--- src/verilog/rename_defs.svh ---
`ifndef RENAME_DEFS_SVH
`define RENAME_DEFS_SVH

// Micro-ops renamed per cycle
`define WIDTH_UOPS 2

// Writeback result ports
`define WIDTH_WR 1

// Architectural and physical register space
`define NUM_AREGS 32
`define NUM_TAGS 64

`define TAG_BITS 6

// ROB sequence number width
`define SQN_BITS 6

`endif

--- src/verilog/RenamePkg.sv ---
`include "rename_defs.svh"

package RenamePkg;

    typedef enum logic [1:0] {
        FU_INT,
        FU_LSU,
        FU_BRANCH,
        FU_MUL
    } FuType;

    // Micro-op as delivered by the decoder
    typedef struct packed {
        logic valid;
        logic [4:0] rs0;
        logic [4:0] rs1;
        logic [4:0] rd;
        FuType fu;
        logic [5:0] opcode;
        logic [31:0] imm;
        logic [31:0] pc;
    } DecodedUop;

    typedef struct packed {
        logic valid;
        logic [4:0] archDst;
        logic [`TAG_BITS-1:0] tagDst;
        logic [`SQN_BITS-1:0] sqN;
    } CommitUop;

    typedef struct packed {
        logic valid;
        logic [`TAG_BITS-1:0] tag;
    } WbResult;

    // Renamed micro-op handed to dispatch
    typedef struct packed {
        logic [4:0] rd;
        FuType fu;
        logic [5:0] opcode;
        logic [31:0] imm;
        logic [31:0] pc;
        logic [`SQN_BITS-1:0] sqN;
        logic [`TAG_BITS-1:0] tagA;
        logic [`TAG_BITS-1:0] tagB;
        logic availA;
        logic availB;
        logic [`TAG_BITS-1:0] tagDst;
    } RenamedUop;

    typedef struct packed {
        logic [`TAG_BITS-1:0] tag;
        logic avail;
    } LookupResult;

endpackage

--- src/verilog/RenameTable.sv ---
`include "rename_defs.svh"

module RenameTable
    import RenamePkg::*;
(
    input logic clk,
    input logic rst,
    input logic mispred,

    input logic [2*`WIDTH_UOPS-1:0][4:0] lookupIds,
    output LookupResult [2*`WIDTH_UOPS-1:0] lookup,

    input logic [`WIDTH_UOPS-1:0] issueValid,
    input logic [`WIDTH_UOPS-1:0][4:0] issueIds,
    input logic [`WIDTH_UOPS-1:0][`TAG_BITS-1:0] issueTags,

    input logic [`WIDTH_UOPS-1:0] commitValid,
    input logic [`WIDTH_UOPS-1:0][4:0] commitIds,
    input logic [`WIDTH_UOPS-1:0][`TAG_BITS-1:0] commitTags,
    output logic [`WIDTH_UOPS-1:0][`TAG_BITS-1:0] commitPrevTags,

    input WbResult [`WIDTH_WR-1:0] wb
);

    logic [`TAG_BITS-1:0] specTag [`NUM_AREGS];
    logic specAvail [`NUM_AREGS];
    logic [`TAG_BITS-1:0] comTag [`NUM_AREGS];

    // Committed map after this cycle's commits
    logic [`TAG_BITS-1:0] comNext [`NUM_AREGS];

    // Lookups with same-cycle writeback forwarding
    always_comb begin
        for (int k = 0; k < 2*`WIDTH_UOPS; k++) begin
            if (lookupIds[k] == 5'd0) begin
                lookup[k].tag = '0;
                lookup[k].avail = 1'b1;
            end else begin
                lookup[k].tag = specTag[lookupIds[k]];
                lookup[k].avail = specAvail[lookupIds[k]];
                for (int w = 0; w < `WIDTH_WR; w++) begin
                    if (wb[w].valid && wb[w].tag == specTag[lookupIds[k]])
                        lookup[k].avail = 1'b1;
                end
            end
        end
    end

    // A later slot sees the tag written by an earlier one
    always_comb begin
        for (int r = 0; r < `NUM_AREGS; r++)
            comNext[r] = comTag[r];
        for (int i = 0; i < `WIDTH_UOPS; i++) begin
            commitPrevTags[i] = comNext[commitIds[i]];
            if (commitValid[i] && commitIds[i] != 5'd0)
                comNext[commitIds[i]] = commitTags[i];
        end
    end

    always_ff @(posedge clk) begin
        if (rst) begin
            for (int r = 0; r < `NUM_AREGS; r++) begin
                specTag[r] <= `TAG_BITS'(r);
                specAvail[r] <= 1'b1;
                comTag[r] <= `TAG_BITS'(r);
            end
        end else begin
            for (int r = 0; r < `NUM_AREGS; r++)
                comTag[r] <= comNext[r];

            if (mispred) begin
                for (int r = 0; r < `NUM_AREGS; r++) begin
                    specTag[r] <= comNext[r];
                    specAvail[r] <= 1'b1;
                end
            end else begin
                for (int w = 0; w < `WIDTH_WR; w++) begin
                    if (wb[w].valid) begin
                        for (int r = 0; r < `NUM_AREGS; r++) begin
                            if (specTag[r] == wb[w].tag)
                                specAvail[r] <= 1'b1;
                        end
                    end
                end

                // Younger slot wins on a shared rd
                for (int i = 0; i < `WIDTH_UOPS; i++) begin
                    if (issueValid[i] && issueIds[i] != 5'd0) begin
                        specTag[issueIds[i]] <= issueTags[i];
                        specAvail[issueIds[i]] <= 1'b0;
                    end
                end
            end
        end
    end

endmodule

--- src/verilog/TagBuffer.sv ---
`include "rename_defs.svh"

module TagBuffer (
    input logic clk,
    input logic rst,
    input logic mispred,

    input logic [`WIDTH_UOPS-1:0] issueValid,
    output logic [`WIDTH_UOPS-1:0][`TAG_BITS-1:0] issueTags,

    input logic [`WIDTH_UOPS-1:0] commitValid,
    input logic [`WIDTH_UOPS-1:0][`TAG_BITS-1:0] freeTags,

    output logic [`TAG_BITS:0] freeCount
);

    // Extra wrap bit on every pointer
    localparam int PtrBits = `TAG_BITS + 1;

    logic [`TAG_BITS-1:0] list [`NUM_TAGS];

    logic [`TAG_BITS:0] tail;
    logic [`TAG_BITS:0] specHead;
    logic [`TAG_BITS:0] comHead;

    logic [`TAG_BITS:0] popCnt;
    logic [`TAG_BITS:0] pushCnt;
    logic [`WIDTH_UOPS-1:0][`TAG_BITS-1:0] popAddr;
    logic [`WIDTH_UOPS-1:0][`TAG_BITS-1:0] pushAddr;

    // Pops in slot order from the speculative head
    always_comb begin
        popCnt = '0;
        for (int i = 0; i < `WIDTH_UOPS; i++) begin
            popAddr[i] = specHead[`TAG_BITS-1:0] + popCnt[`TAG_BITS-1:0];
            issueTags[i] = list[popAddr[i]];
            if (issueValid[i])
                popCnt = popCnt + 1'b1;
        end
    end

    // Freed tags go to the tail in slot order
    always_comb begin
        pushCnt = '0;
        for (int i = 0; i < `WIDTH_UOPS; i++) begin
            pushAddr[i] = tail[`TAG_BITS-1:0] + pushCnt[`TAG_BITS-1:0];
            if (commitValid[i])
                pushCnt = pushCnt + 1'b1;
        end
    end

    assign freeCount = tail - specHead;

    always_ff @(posedge clk) begin
        if (rst) begin
            for (int i = 0; i < `NUM_TAGS - `NUM_AREGS; i++)
                list[i] <= `TAG_BITS'(i + `NUM_AREGS);
        end else begin
            for (int i = 0; i < `WIDTH_UOPS; i++) begin
                if (commitValid[i])
                    list[pushAddr[i]] <= freeTags[i];
            end
        end
    end

    always_ff @(posedge clk) begin
        if (rst) begin
            tail <= PtrBits'(`NUM_TAGS - `NUM_AREGS);
            specHead <= '0;
            comHead <= '0;
        end else begin
            tail <= tail + pushCnt;
            // One committed allocation per valid commit
            comHead <= comHead + pushCnt;
            if (mispred)
                specHead <= comHead + pushCnt;
            else
                specHead <= specHead + popCnt;
        end
    end

endmodule

--- src/verilog/Rename.sv ---
`include "rename_defs.svh"

module Rename
    import RenamePkg::*;
(
    input logic clk,
    input logic rst,
    input logic en,

    input DecodedUop [`WIDTH_UOPS-1:0] uop,
    input CommitUop [`WIDTH_UOPS-1:0] comUop,
    input WbResult [`WIDTH_WR-1:0] wb,

    input logic branchTaken,
    input logic [`SQN_BITS-1:0] branchSqN,

    output logic stall,
    output logic [`WIDTH_UOPS-1:0] uopValid,
    output RenamedUop [`WIDTH_UOPS-1:0] outUop,
    output logic [`SQN_BITS-1:0] nextSqN
);

    logic accept;
    logic [`TAG_BITS:0] needTags;
    logic [`TAG_BITS:0] freeCount;

    logic [`WIDTH_UOPS-1:0] issueValid;
    logic [`WIDTH_UOPS-1:0] tagReq;
    logic [`WIDTH_UOPS-1:0][4:0] issueIds;
    logic [`WIDTH_UOPS-1:0][`TAG_BITS-1:0] newTags;
    logic [`WIDTH_UOPS-1:0][`SQN_BITS-1:0] issueSqN;
    logic [`SQN_BITS-1:0] sqnAfter;

    logic [2*`WIDTH_UOPS-1:0][4:0] lookupIds;
    LookupResult [2*`WIDTH_UOPS-1:0] lookup;

    logic [`WIDTH_UOPS-1:0] commitValid;
    logic [`WIDTH_UOPS-1:0][4:0] commitIds;
    logic [`WIDTH_UOPS-1:0][`TAG_BITS-1:0] commitTags;
    logic [`WIDTH_UOPS-1:0][`TAG_BITS-1:0] commitPrevTags;
    logic signed [`SQN_BITS-1:0] commitAge [`WIDTH_UOPS];

    RenamedUop [`WIDTH_UOPS-1:0] renamed;

    // Tags the current group would consume
    always_comb begin
        needTags = '0;
        for (int i = 0; i < `WIDTH_UOPS; i++) begin
            if (uop[i].valid && uop[i].rd != 5'd0)
                needTags = needTags + 1'b1;
        end
    end

    assign stall = needTags > freeCount;
    assign accept = en && !stall && !branchTaken;

    always_comb begin
        sqnAfter = nextSqN;
        for (int i = 0; i < `WIDTH_UOPS; i++) begin
            issueValid[i] = accept && uop[i].valid;
            tagReq[i] = issueValid[i] && uop[i].rd != 5'd0;
            issueIds[i] = uop[i].rd;
            lookupIds[2*i] = uop[i].rs0;
            lookupIds[2*i+1] = uop[i].rs1;
            issueSqN[i] = sqnAfter;
            if (uop[i].valid)
                sqnAfter = sqnAfter + 1'b1;
        end
    end

    // Commits younger than a taken branch are dropped
    always_comb begin
        for (int i = 0; i < `WIDTH_UOPS; i++) begin
            commitAge[i] = $signed(comUop[i].sqN - branchSqN);
            commitValid[i] = comUop[i].valid && comUop[i].archDst != 5'd0 &&
                (!branchTaken || commitAge[i] <= 0);
            commitIds[i] = comUop[i].archDst;
            commitTags[i] = comUop[i].tagDst;
        end
    end

    RenameTable rt (
        .clk(clk),
        .rst(rst),
        .mispred(branchTaken),
        .lookupIds(lookupIds),
        .lookup(lookup),
        .issueValid(issueValid),
        .issueIds(issueIds),
        .issueTags(newTags),
        .commitValid(commitValid),
        .commitIds(commitIds),
        .commitTags(commitTags),
        .commitPrevTags(commitPrevTags),
        .wb(wb)
    );

    TagBuffer tb (
        .clk(clk),
        .rst(rst),
        .mispred(branchTaken),
        .issueValid(tagReq),
        .issueTags(newTags),
        .commitValid(commitValid),
        .freeTags(commitPrevTags),
        .freeCount(freeCount)
    );

    // Source bypass from older slots of the same group
    always_comb begin
        for (int i = 0; i < `WIDTH_UOPS; i++) begin
            renamed[i].rd = uop[i].rd;
            renamed[i].fu = uop[i].fu;
            renamed[i].opcode = uop[i].opcode;
            renamed[i].imm = uop[i].imm;
            renamed[i].pc = uop[i].pc;
            renamed[i].sqN = issueSqN[i];
            renamed[i].tagA = lookup[2*i].tag;
            renamed[i].availA = lookup[2*i].avail;
            renamed[i].tagB = lookup[2*i+1].tag;
            renamed[i].availB = lookup[2*i+1].avail;
            // Youngest older producer wins
            for (int j = 0; j < i; j++) begin
                if (tagReq[j] && uop[j].rd == uop[i].rs0) begin
                    renamed[i].tagA = newTags[j];
                    renamed[i].availA = 1'b0;
                end
                if (tagReq[j] && uop[j].rd == uop[i].rs1) begin
                    renamed[i].tagB = newTags[j];
                    renamed[i].availB = 1'b0;
                end
            end
            renamed[i].tagDst = tagReq[i] ? newTags[i] : '0;
        end
    end

    always_ff @(posedge clk) begin
        if (rst) begin
            uopValid <= '0;
            nextSqN <= '0;
        end else if (branchTaken) begin
            uopValid <= '0;
            nextSqN <= branchSqN + 1'b1;
        end else if (accept) begin
            for (int i = 0; i < `WIDTH_UOPS; i++)
                uopValid[i] <= uop[i].valid;
            nextSqN <= sqnAfter;
        end else begin
            uopValid <= '0;
        end
    end

    always_ff @(posedge clk) begin
        if (accept) begin
            for (int i = 0; i < `WIDTH_UOPS; i++)
                outUop[i] <= renamed[i];
        end
    end

endmodule

--- config.mk ---
export PLATFORM = sky130hd
export DESIGN_NAME = Rename
export DESIGN_NICKNAME = d
export VERILOG_FILES = /design/src/verilog/RenamePkg.sv /design/src/verilog/RenameTable.sv /design/src/verilog/TagBuffer.sv /design/src/verilog/Rename.sv
export VERILOG_INCLUDE_DIRS = /design/src /design/src/verilog
export SDC_FILE = /design/constraint.sdc
export NUM_CORES = 2
export LEC_CHECK = 0
export BUFFER_PORTS_ARGS = -buffer_cell sky130_fd_sc_hd__buf_2
export CAP_MARGIN = 20
export CORE_MARGIN = 5
export CORE_UTILIZATION = 28
export CTS_CLUSTER_SIZE = 28
export DETAILED_ROUTE_END_ITERATION = 10
export SLEW_MARGIN = 20
export SYNTH_ARGS = -nofsm -noshare
export SYNTH_HDL_FRONTEND = slang
export SYNTH_HIERARCHICAL = 1
export SYNTH_SLANG_ARGS = --single-unit
--- constraint.sdc ---
create_clock -name clk -period 11.6 [get_ports clk]
set_clock_uncertainty 0.15 [all_clocks]
set_input_delay 2.32 -clock clk [delete_from_list [all_inputs] [get_ports clk]]
set_output_delay 2.32 -clock clk [all_outputs]
set_load 0.02 [all_outputs]
# Word level (Yosys, flattened, before mapping)
# Memories as Yosys holds them, arrays and structs flattened. A register that Yosys moved wholly into a read port is not among the register bits.
# Cells that the tools add are included.
[classes]
addsub = 14
n_bitwise = 131
n_eq_ne = 38
order_cmp = 7
n_reduce_logical = 42
muxes = 352
[ops]
columns = ["op", "count"]
rows = [
  ["$mux 6", 83],
  ["$bwmux 192", 2],
  ["$mux 192", 2],
  ["$mux 1", 253],
  ["$eq 6x6->1", 36],
  ["$or 1x1->1", 128],
  ["$bmux 6 s5", 2],
  ["$demux 6 s5", 2],
  ["$mux 7", 6],
  ["$reduce_or 6->1", 4],
  ["$logic_and 1x1->1", 22],
  ["$add 7x7->7", 3],
  ["$logic_not 5->1", 4],
  ["$reduce_bool 5->1", 4],
  ["$add 6x1->6 const B", 3],
  ["$add 6x1->6", 2],
  ["$ge 6x6->1 const B", 2],
  ["$le 6x1->1 const B", 2],
  ["$lt 6x1->1 const B", 2],
  ["$not 5->6", 2],
  ["$sub 6x6->6", 2],
  ["$eq 5x5->1", 2],
  ["$mux 5", 2],
  ["$add 7x1->7 const B", 1],
  ["9 further kinds", 13],
]
[word_totals]
reg_bits = 233
output_inout_bits = 215
mem_count = 4
mem_bits_rw = 800
inputBits = 229
elab_cells = 613
[memory_table]
columns = ["memory", "depth", "width", "rd", "rd_clocked_by_memory_dff", "write_ports", "line_no", "rtl"]
rows = [
  ["tb.list", 64, 6, 2, 1, 32, "TagBuffer.sv:20", "logic [`TAG_BITS-1:0] list [`NUM_TAGS];"],
  ["rt.comTag", 32, 6, 32, 0, 32, "RenameTable.sv:27", "logic [`TAG_BITS-1:0] comTag [`NUM_AREGS];"],
  ["rt.specTag", 32, 6, 36, 0, 32, "RenameTable.sv:25", "logic [`TAG_BITS-1:0] specTag [`NUM_AREGS];"],
  ["rt.specAvail", 32, 1, 4, 2, 34, "RenameTable.sv:26", "logic specAvail [`NUM_AREGS];"],
]

# Longest topological paths before layout
[depth]
depth_word = 17
ltp_mapped = 27
ltp_nobuf = 23

# Hierarchy
# Netlist, hierarchy kept.
[by_module_without_submodules]
columns = ["mod", "instances", "cells_each", "area_each_um2", "seq_area_each_um2"]
rows = [
  ["RenameTable", 1, 3799, 34513.1, 10249.8],
  ["TagBuffer", 1, 2146, 25445.7, 11951.5],
  ["Rename", 1, 424, 7878.8, 6346.1],
]

# Worst setup path after synthesis
# OpenSTA, ideal clock, no wires.
[synth_path]
kind = "input port to flip-flop"
startpoint = "input uop[87] (netlist name)"
endpoint = "register tb.specHead[6]"
n_path_buf = 2
t_arrival_ps = 11470
cell_stages = 19
required_time_ps = 11364
setup_ps = 86
path_slack_ps = -105
path_cell_list = "buf_4 inv_1 a21oi_1 ha_1 ha_1 nor2b_4 o211ai_2 inv_2 nor2_1 clkbuf_1 and2_1 ha_1 ha_1 inv_1 fa_1 nor4_1 xor2_1 nor2_1 a211oi_1"
[synth_via]
elab_cells_between_ends = 17
cone_classes = "3 x add/sub; 1 x order compare; 5 x mux; 8 x reduce/logical"
[synth_lines]
columns = ["element", "line_no", "rtl"]
rows = [
  ["from (decl)", "Rename.sv:10", "input DecodedUop [`WIDTH_UOPS-1:0] uop,"],
  ["$logic_and 1x1->1 *", "Rename.sv:49", "if (uop[i].valid && uop[i].rd != 5'd0)"],
  ["$mux 1 *", "Rename.sv:49", ""],
  ["$add 7x1->7", "Rename.sv:50", "needTags = needTags + 1'b1;"],
  ["$mux 7 *", "Rename.sv:49", ""],
  ["$gt 7x7->1 *", "Rename.sv:54", "assign stall = needTags > freeCount;"],
  ["named net stall", "Rename.sv:17", "output logic stall,"],
  ["$logic_not 1->1 *", "Rename.sv:55", "assign accept = en && !stall && !branchTaken;"],
  ["$logic_and 1x1->1 * (2 in series)", "Rename.sv:55", ""],
  ["$logic_and 1x1->1 *", "Rename.sv:60", "issueValid[i] = accept && uop[i].valid;"],
  ["$logic_and 1x1->1 *", "Rename.sv:61", "tagReq[i] = issueValid[i] && uop[i].rd != 5'd0;"],
  ["named net tagReq[1]", "Rename.sv:28", "logic [`WIDTH_UOPS-1:0] tagReq;"],
  ["$mux 7 *", "TagBuffer.sv:37", "if (issueValid[i])"],
  ["$add 7x7->7 *", "TagBuffer.sv:78", "specHead <= specHead + popCnt;"],
  ["$mux 7 *", "TagBuffer.sv:75", "if (mispred)"],
  ["to (signal assigned)", "TagBuffer.sv:76", "specHead <= comHead + pushCnt;"],
  ["to (signal assigned)", "TagBuffer.sv:78", ""],
  ["to (decl)", "TagBuffer.sv:23", "logic [`TAG_BITS:0] specHead;"],
]
# Mark *: on every way through the listed nets, which the timed path passes. The rest lies on a longest branch.
# A chain may end at the register's enable or synchronous reset.

==> out/metrics.cfg <==
[run_status]
status = finished, final reports clean

[critical_path]
crit_arrival_ns = 8.89
r2r_cells = 24
critical_path_class = input pin to register
crit_end = rt/specTag[20][3]$_DFFE_PP_
cp_max_fo = 65
endpoint_kind = register
worstPathRequired_ns = 11.95
crit_path_start_kind = input pin
rr_endpoint = rt/specTag[20][3]$_DFFE_PP_
reg2reg_slack_ns = 3.22
timing.rr.start = tb/specHead[1]$_SDFF_PP0_
startpoint = uop[76]

[global_routing]
grt_pass1_wl_um = 420000
grt_max_degree = 161
grt_util_all_layers_pct = 22.9
antenna_found_initial = 37
grt-ovfl-total = 0
grt_pass1_vias = 54400

[cts]
cts_buffers = 115
clkLatencyLatePin_ns = 0.83
clock_path_buffers = 3
cts_htree_levels = 3
cts_sinks = 1035
tritoncts = yes
cts.clk_slew.worst_paths_ns = 0.07
cts_root_buffer = clkbuf_16
cts-resized-gates = 0
hold_buffers = 0
cts_setup_buffers = 0

[power_and_ir_drop]
seq_power_share_pct = 40.9
total_power_mw = 10.5
net-switching-power_mw = 3.41
combPwrFrac_pct = 23.0
irDropWorstVdd_mv = 0.142
power.density_mw_per_mm2 = 137
clockPowerShare_pct = 36.1
switching_share_pct = 32.4
cellLeakagePower_nw = 26.0
power.internal_mw = 7.10

[placed_design]
routabilityCongestion = 1.01
dp_slack_ns = 2.39
dp.final_hpwl_um = 215000
placed_cell_area_sq_mm = 0.0729
io_buffers = 443

[synth]
syn-num-nets = 6638
synth_fa_ha_area_share_pct = 0.804
synth_top_family_by_area = multiplexers
synth_cells = 6369
synth.top_cells.by_count = edfxtp_1, nor2_1, nand2_1
muxShareOfSynthArea_pct = 23.4
synth_seq_area_share_pct = 42.1
synth-simple-area-share_pct = 14.3
synth_xor_area_share_pct = 3.52
synth_most_common_cell = edfxtp_1
ys_warn_count = 6
synth.area.top_cells = edfxtp_1, mux4_2, dfxtp_1
async_flop_share_pct = 0
ys_types = 92
synth.avg_cell_area_sq_um = 10.7
netlist_area_sq_mm = 0.0678
synth_top_area_share_pct = 34.6
synth_ff_type = edfxtp_1
synth_compound_area_share_pct = 11.4
ys_ff_latch = 1035
synth-edff-count = 782
synth_area_leader_cell = edfxtp_1

[route]
via_per_inst = 6.00
ant_nets = 0
vias = 58500
drc = 0
detail_route.wl_per_cell_um = 31.1
wirelength_um = 303000
firstDrtPassIters = 10
drtIter0Drc = 9548

[timing]
fin_setup_tns_ns = 0
period_share_pct = 73.6
worstMarginPinSlew_ns = 1.24
fin_crit_ns = 8.54
setup_violations = 0
slew_violations = 0
fmax_ghz = 0.117
max_slew_margin_pct = 16.9
final_hold_viol_count = 0
grt_setup_unrepaired = no
fin_ws_ns = 3.06

[worst_hold_path]
hold_path_class = register to register

[floorplan]
dieArea_sq_mm = 0.252
io_pins = 444
die_x_um = 502
core_area_sq_mm = 0.241
start_util_pct = 28.2
fp.dieH_um = 502
rows = 180

[finish]
syn2layout_area_growth_pct = 13.1
design_area_sq_mm = 0.0768
fin_nets = 6731
drive_gt1_share_pct = 24.2

[flow_run]
maxCapViolCount = 0

==> layout by cell type (no fill, tap or decap), drive strengths merged, types with 51 or more instances in the layout <==
master	instances
dfxtp	253
a21oi	413
nor4	67
clkbuf	144
nor2b	154
xnor2	140
or2	90
a31oi	82
inv	131
xor2	130
clkinv	51
mux2	238
nand4	60
mux4	435
mux2i	339
nand3	123
nand2	557
a211oi	53
nor2	618
nor3	123
a22oi	130
o22ai	115
edfxtp	782
buf	578
o21ai	259
==> kinds of logic after synthesis <==
group | count (synthesis)
compound gates | 1257
xor+xnor | 271
fa+ha+maj | 40
buf+inv | 733
flops | 1035
mux | 1012
simple gates | 2021
==> worst min-delay path by stage <==
stage / cells past startpoint / endpoint / slack, ns / startpoint
3_5_place_dp: 2 / rt/comTag[0][0]$_SDFF_PP0_ / 0.32 / rt/comTag[0][0]$_SDFF_PP0_
4_1_cts: 2 / rt/comTag[0][0]$_SDFF_PP0_ / 0.33 / rt/comTag[0][0]$_SDFF_PP0_
6_report: 2 / rt/comTag[0][0]$_SDFF_PP0_ / 0.34 / rt/comTag[0][0]$_SDFF_PP0_
2_1_floorplan: 0 / outUop[23]$_DFFE_PN_ / 0.28 / nextSqN[3]$_SDFFE_PP0P_
3_3_place_gp: 2 / rt/comTag[0][0]$_SDFF_PP0_ / 0.31 / rt/comTag[0][0]$_SDFF_PP0_
5_1_grt: 2 / rt/comTag[0][0]$_SDFF_PP0_ / 0.35 / rt/comTag[0][0]$_SDFF_PP0_
==> critical path, stage by stage <==
cell	delay (ns)
buf_2	0.36
nor2_1	0.23
a21oi_1	0.42
ha_1	0.32
inv_1	0.06
ha_1	0.21
a211oi_1	0.27
o211ai_2	0.18
inv_2	0.20
nor3b_4	0.06
buf_4	0.24
ha_4	0.22
ha_4	0.94
buf_4	0.59
mux4_2	0.37
inv_1	0.09
o22ai_1	0.08
o21ai_0	0.74
o2111ai_4	0.20
buf_4	0.39
nor2_1	0.19
a21oi_1	0.06
==> layer usage <==
metal	track usage, %	part of all wire, %	routed length, um	vias up
met2	36.0	44	135000	4699
met3	5.84	12	37600	891
met5	0	0.015	46	-
met1	29.3	37	112000	28700
li1	-	-	-	24200
met4	11.3	6.3	19000	8
==> flip-flops by register name, indices dropped and copies added (netlist names) <==
signal / flops
tb/list: 384
outUop: 206
rt/comTag: 192
rt/specTag: 192
rt/specAvail: 32
tb/comHead: 7
tb/specHead: 7
tb/tail: 7
nextSqN: 6
uopValid: 2
==> power by group through the flow <==
| stage | Sequential (mW) | Combinational [mW] | Clock [mW] |
|---|---|---|---|
| 5_1_grt | 4.30 | 2.49 | 4.01 |
| 4_1_cts | 4.29 | 2.37 | 3.86 |
| 3_3_place_gp | 4.37 | 2.34 | 0 |
| 2_1_floorplan | 4.36 | 1.43 | 0 |
| 3_5_place_dp | 4.37 | 2.36 | 0 |
| 6_report | 4.30 | 2.41 | 3.80 |
==> per-stage QoR <==
step	utilization, %	instances	hold slack (ns)
after floorplan	-	6369	0.276
after global placement	30.3	9530	0.311
after detailed placement	30.3	9530	0.321
after CTS	31.9	9742	0.331
after global routing	31.9	9744	0.349
final	31.9	9747	0.335
==> cell type report <==
type                            count  area (sq um)
Clock inverter                     69           761
Clock buffer                      143          3030
Timing Repair Buffer              579          3340
Multi-Input combinational cell   4601         36600
Inverter                          130           488
Antenna cell                        5          12.5
Fill cell                       24300        164000
Tap cell                         3185          3990
Sequential cell                  1035         28600
(Power assumes the default switching activity.)
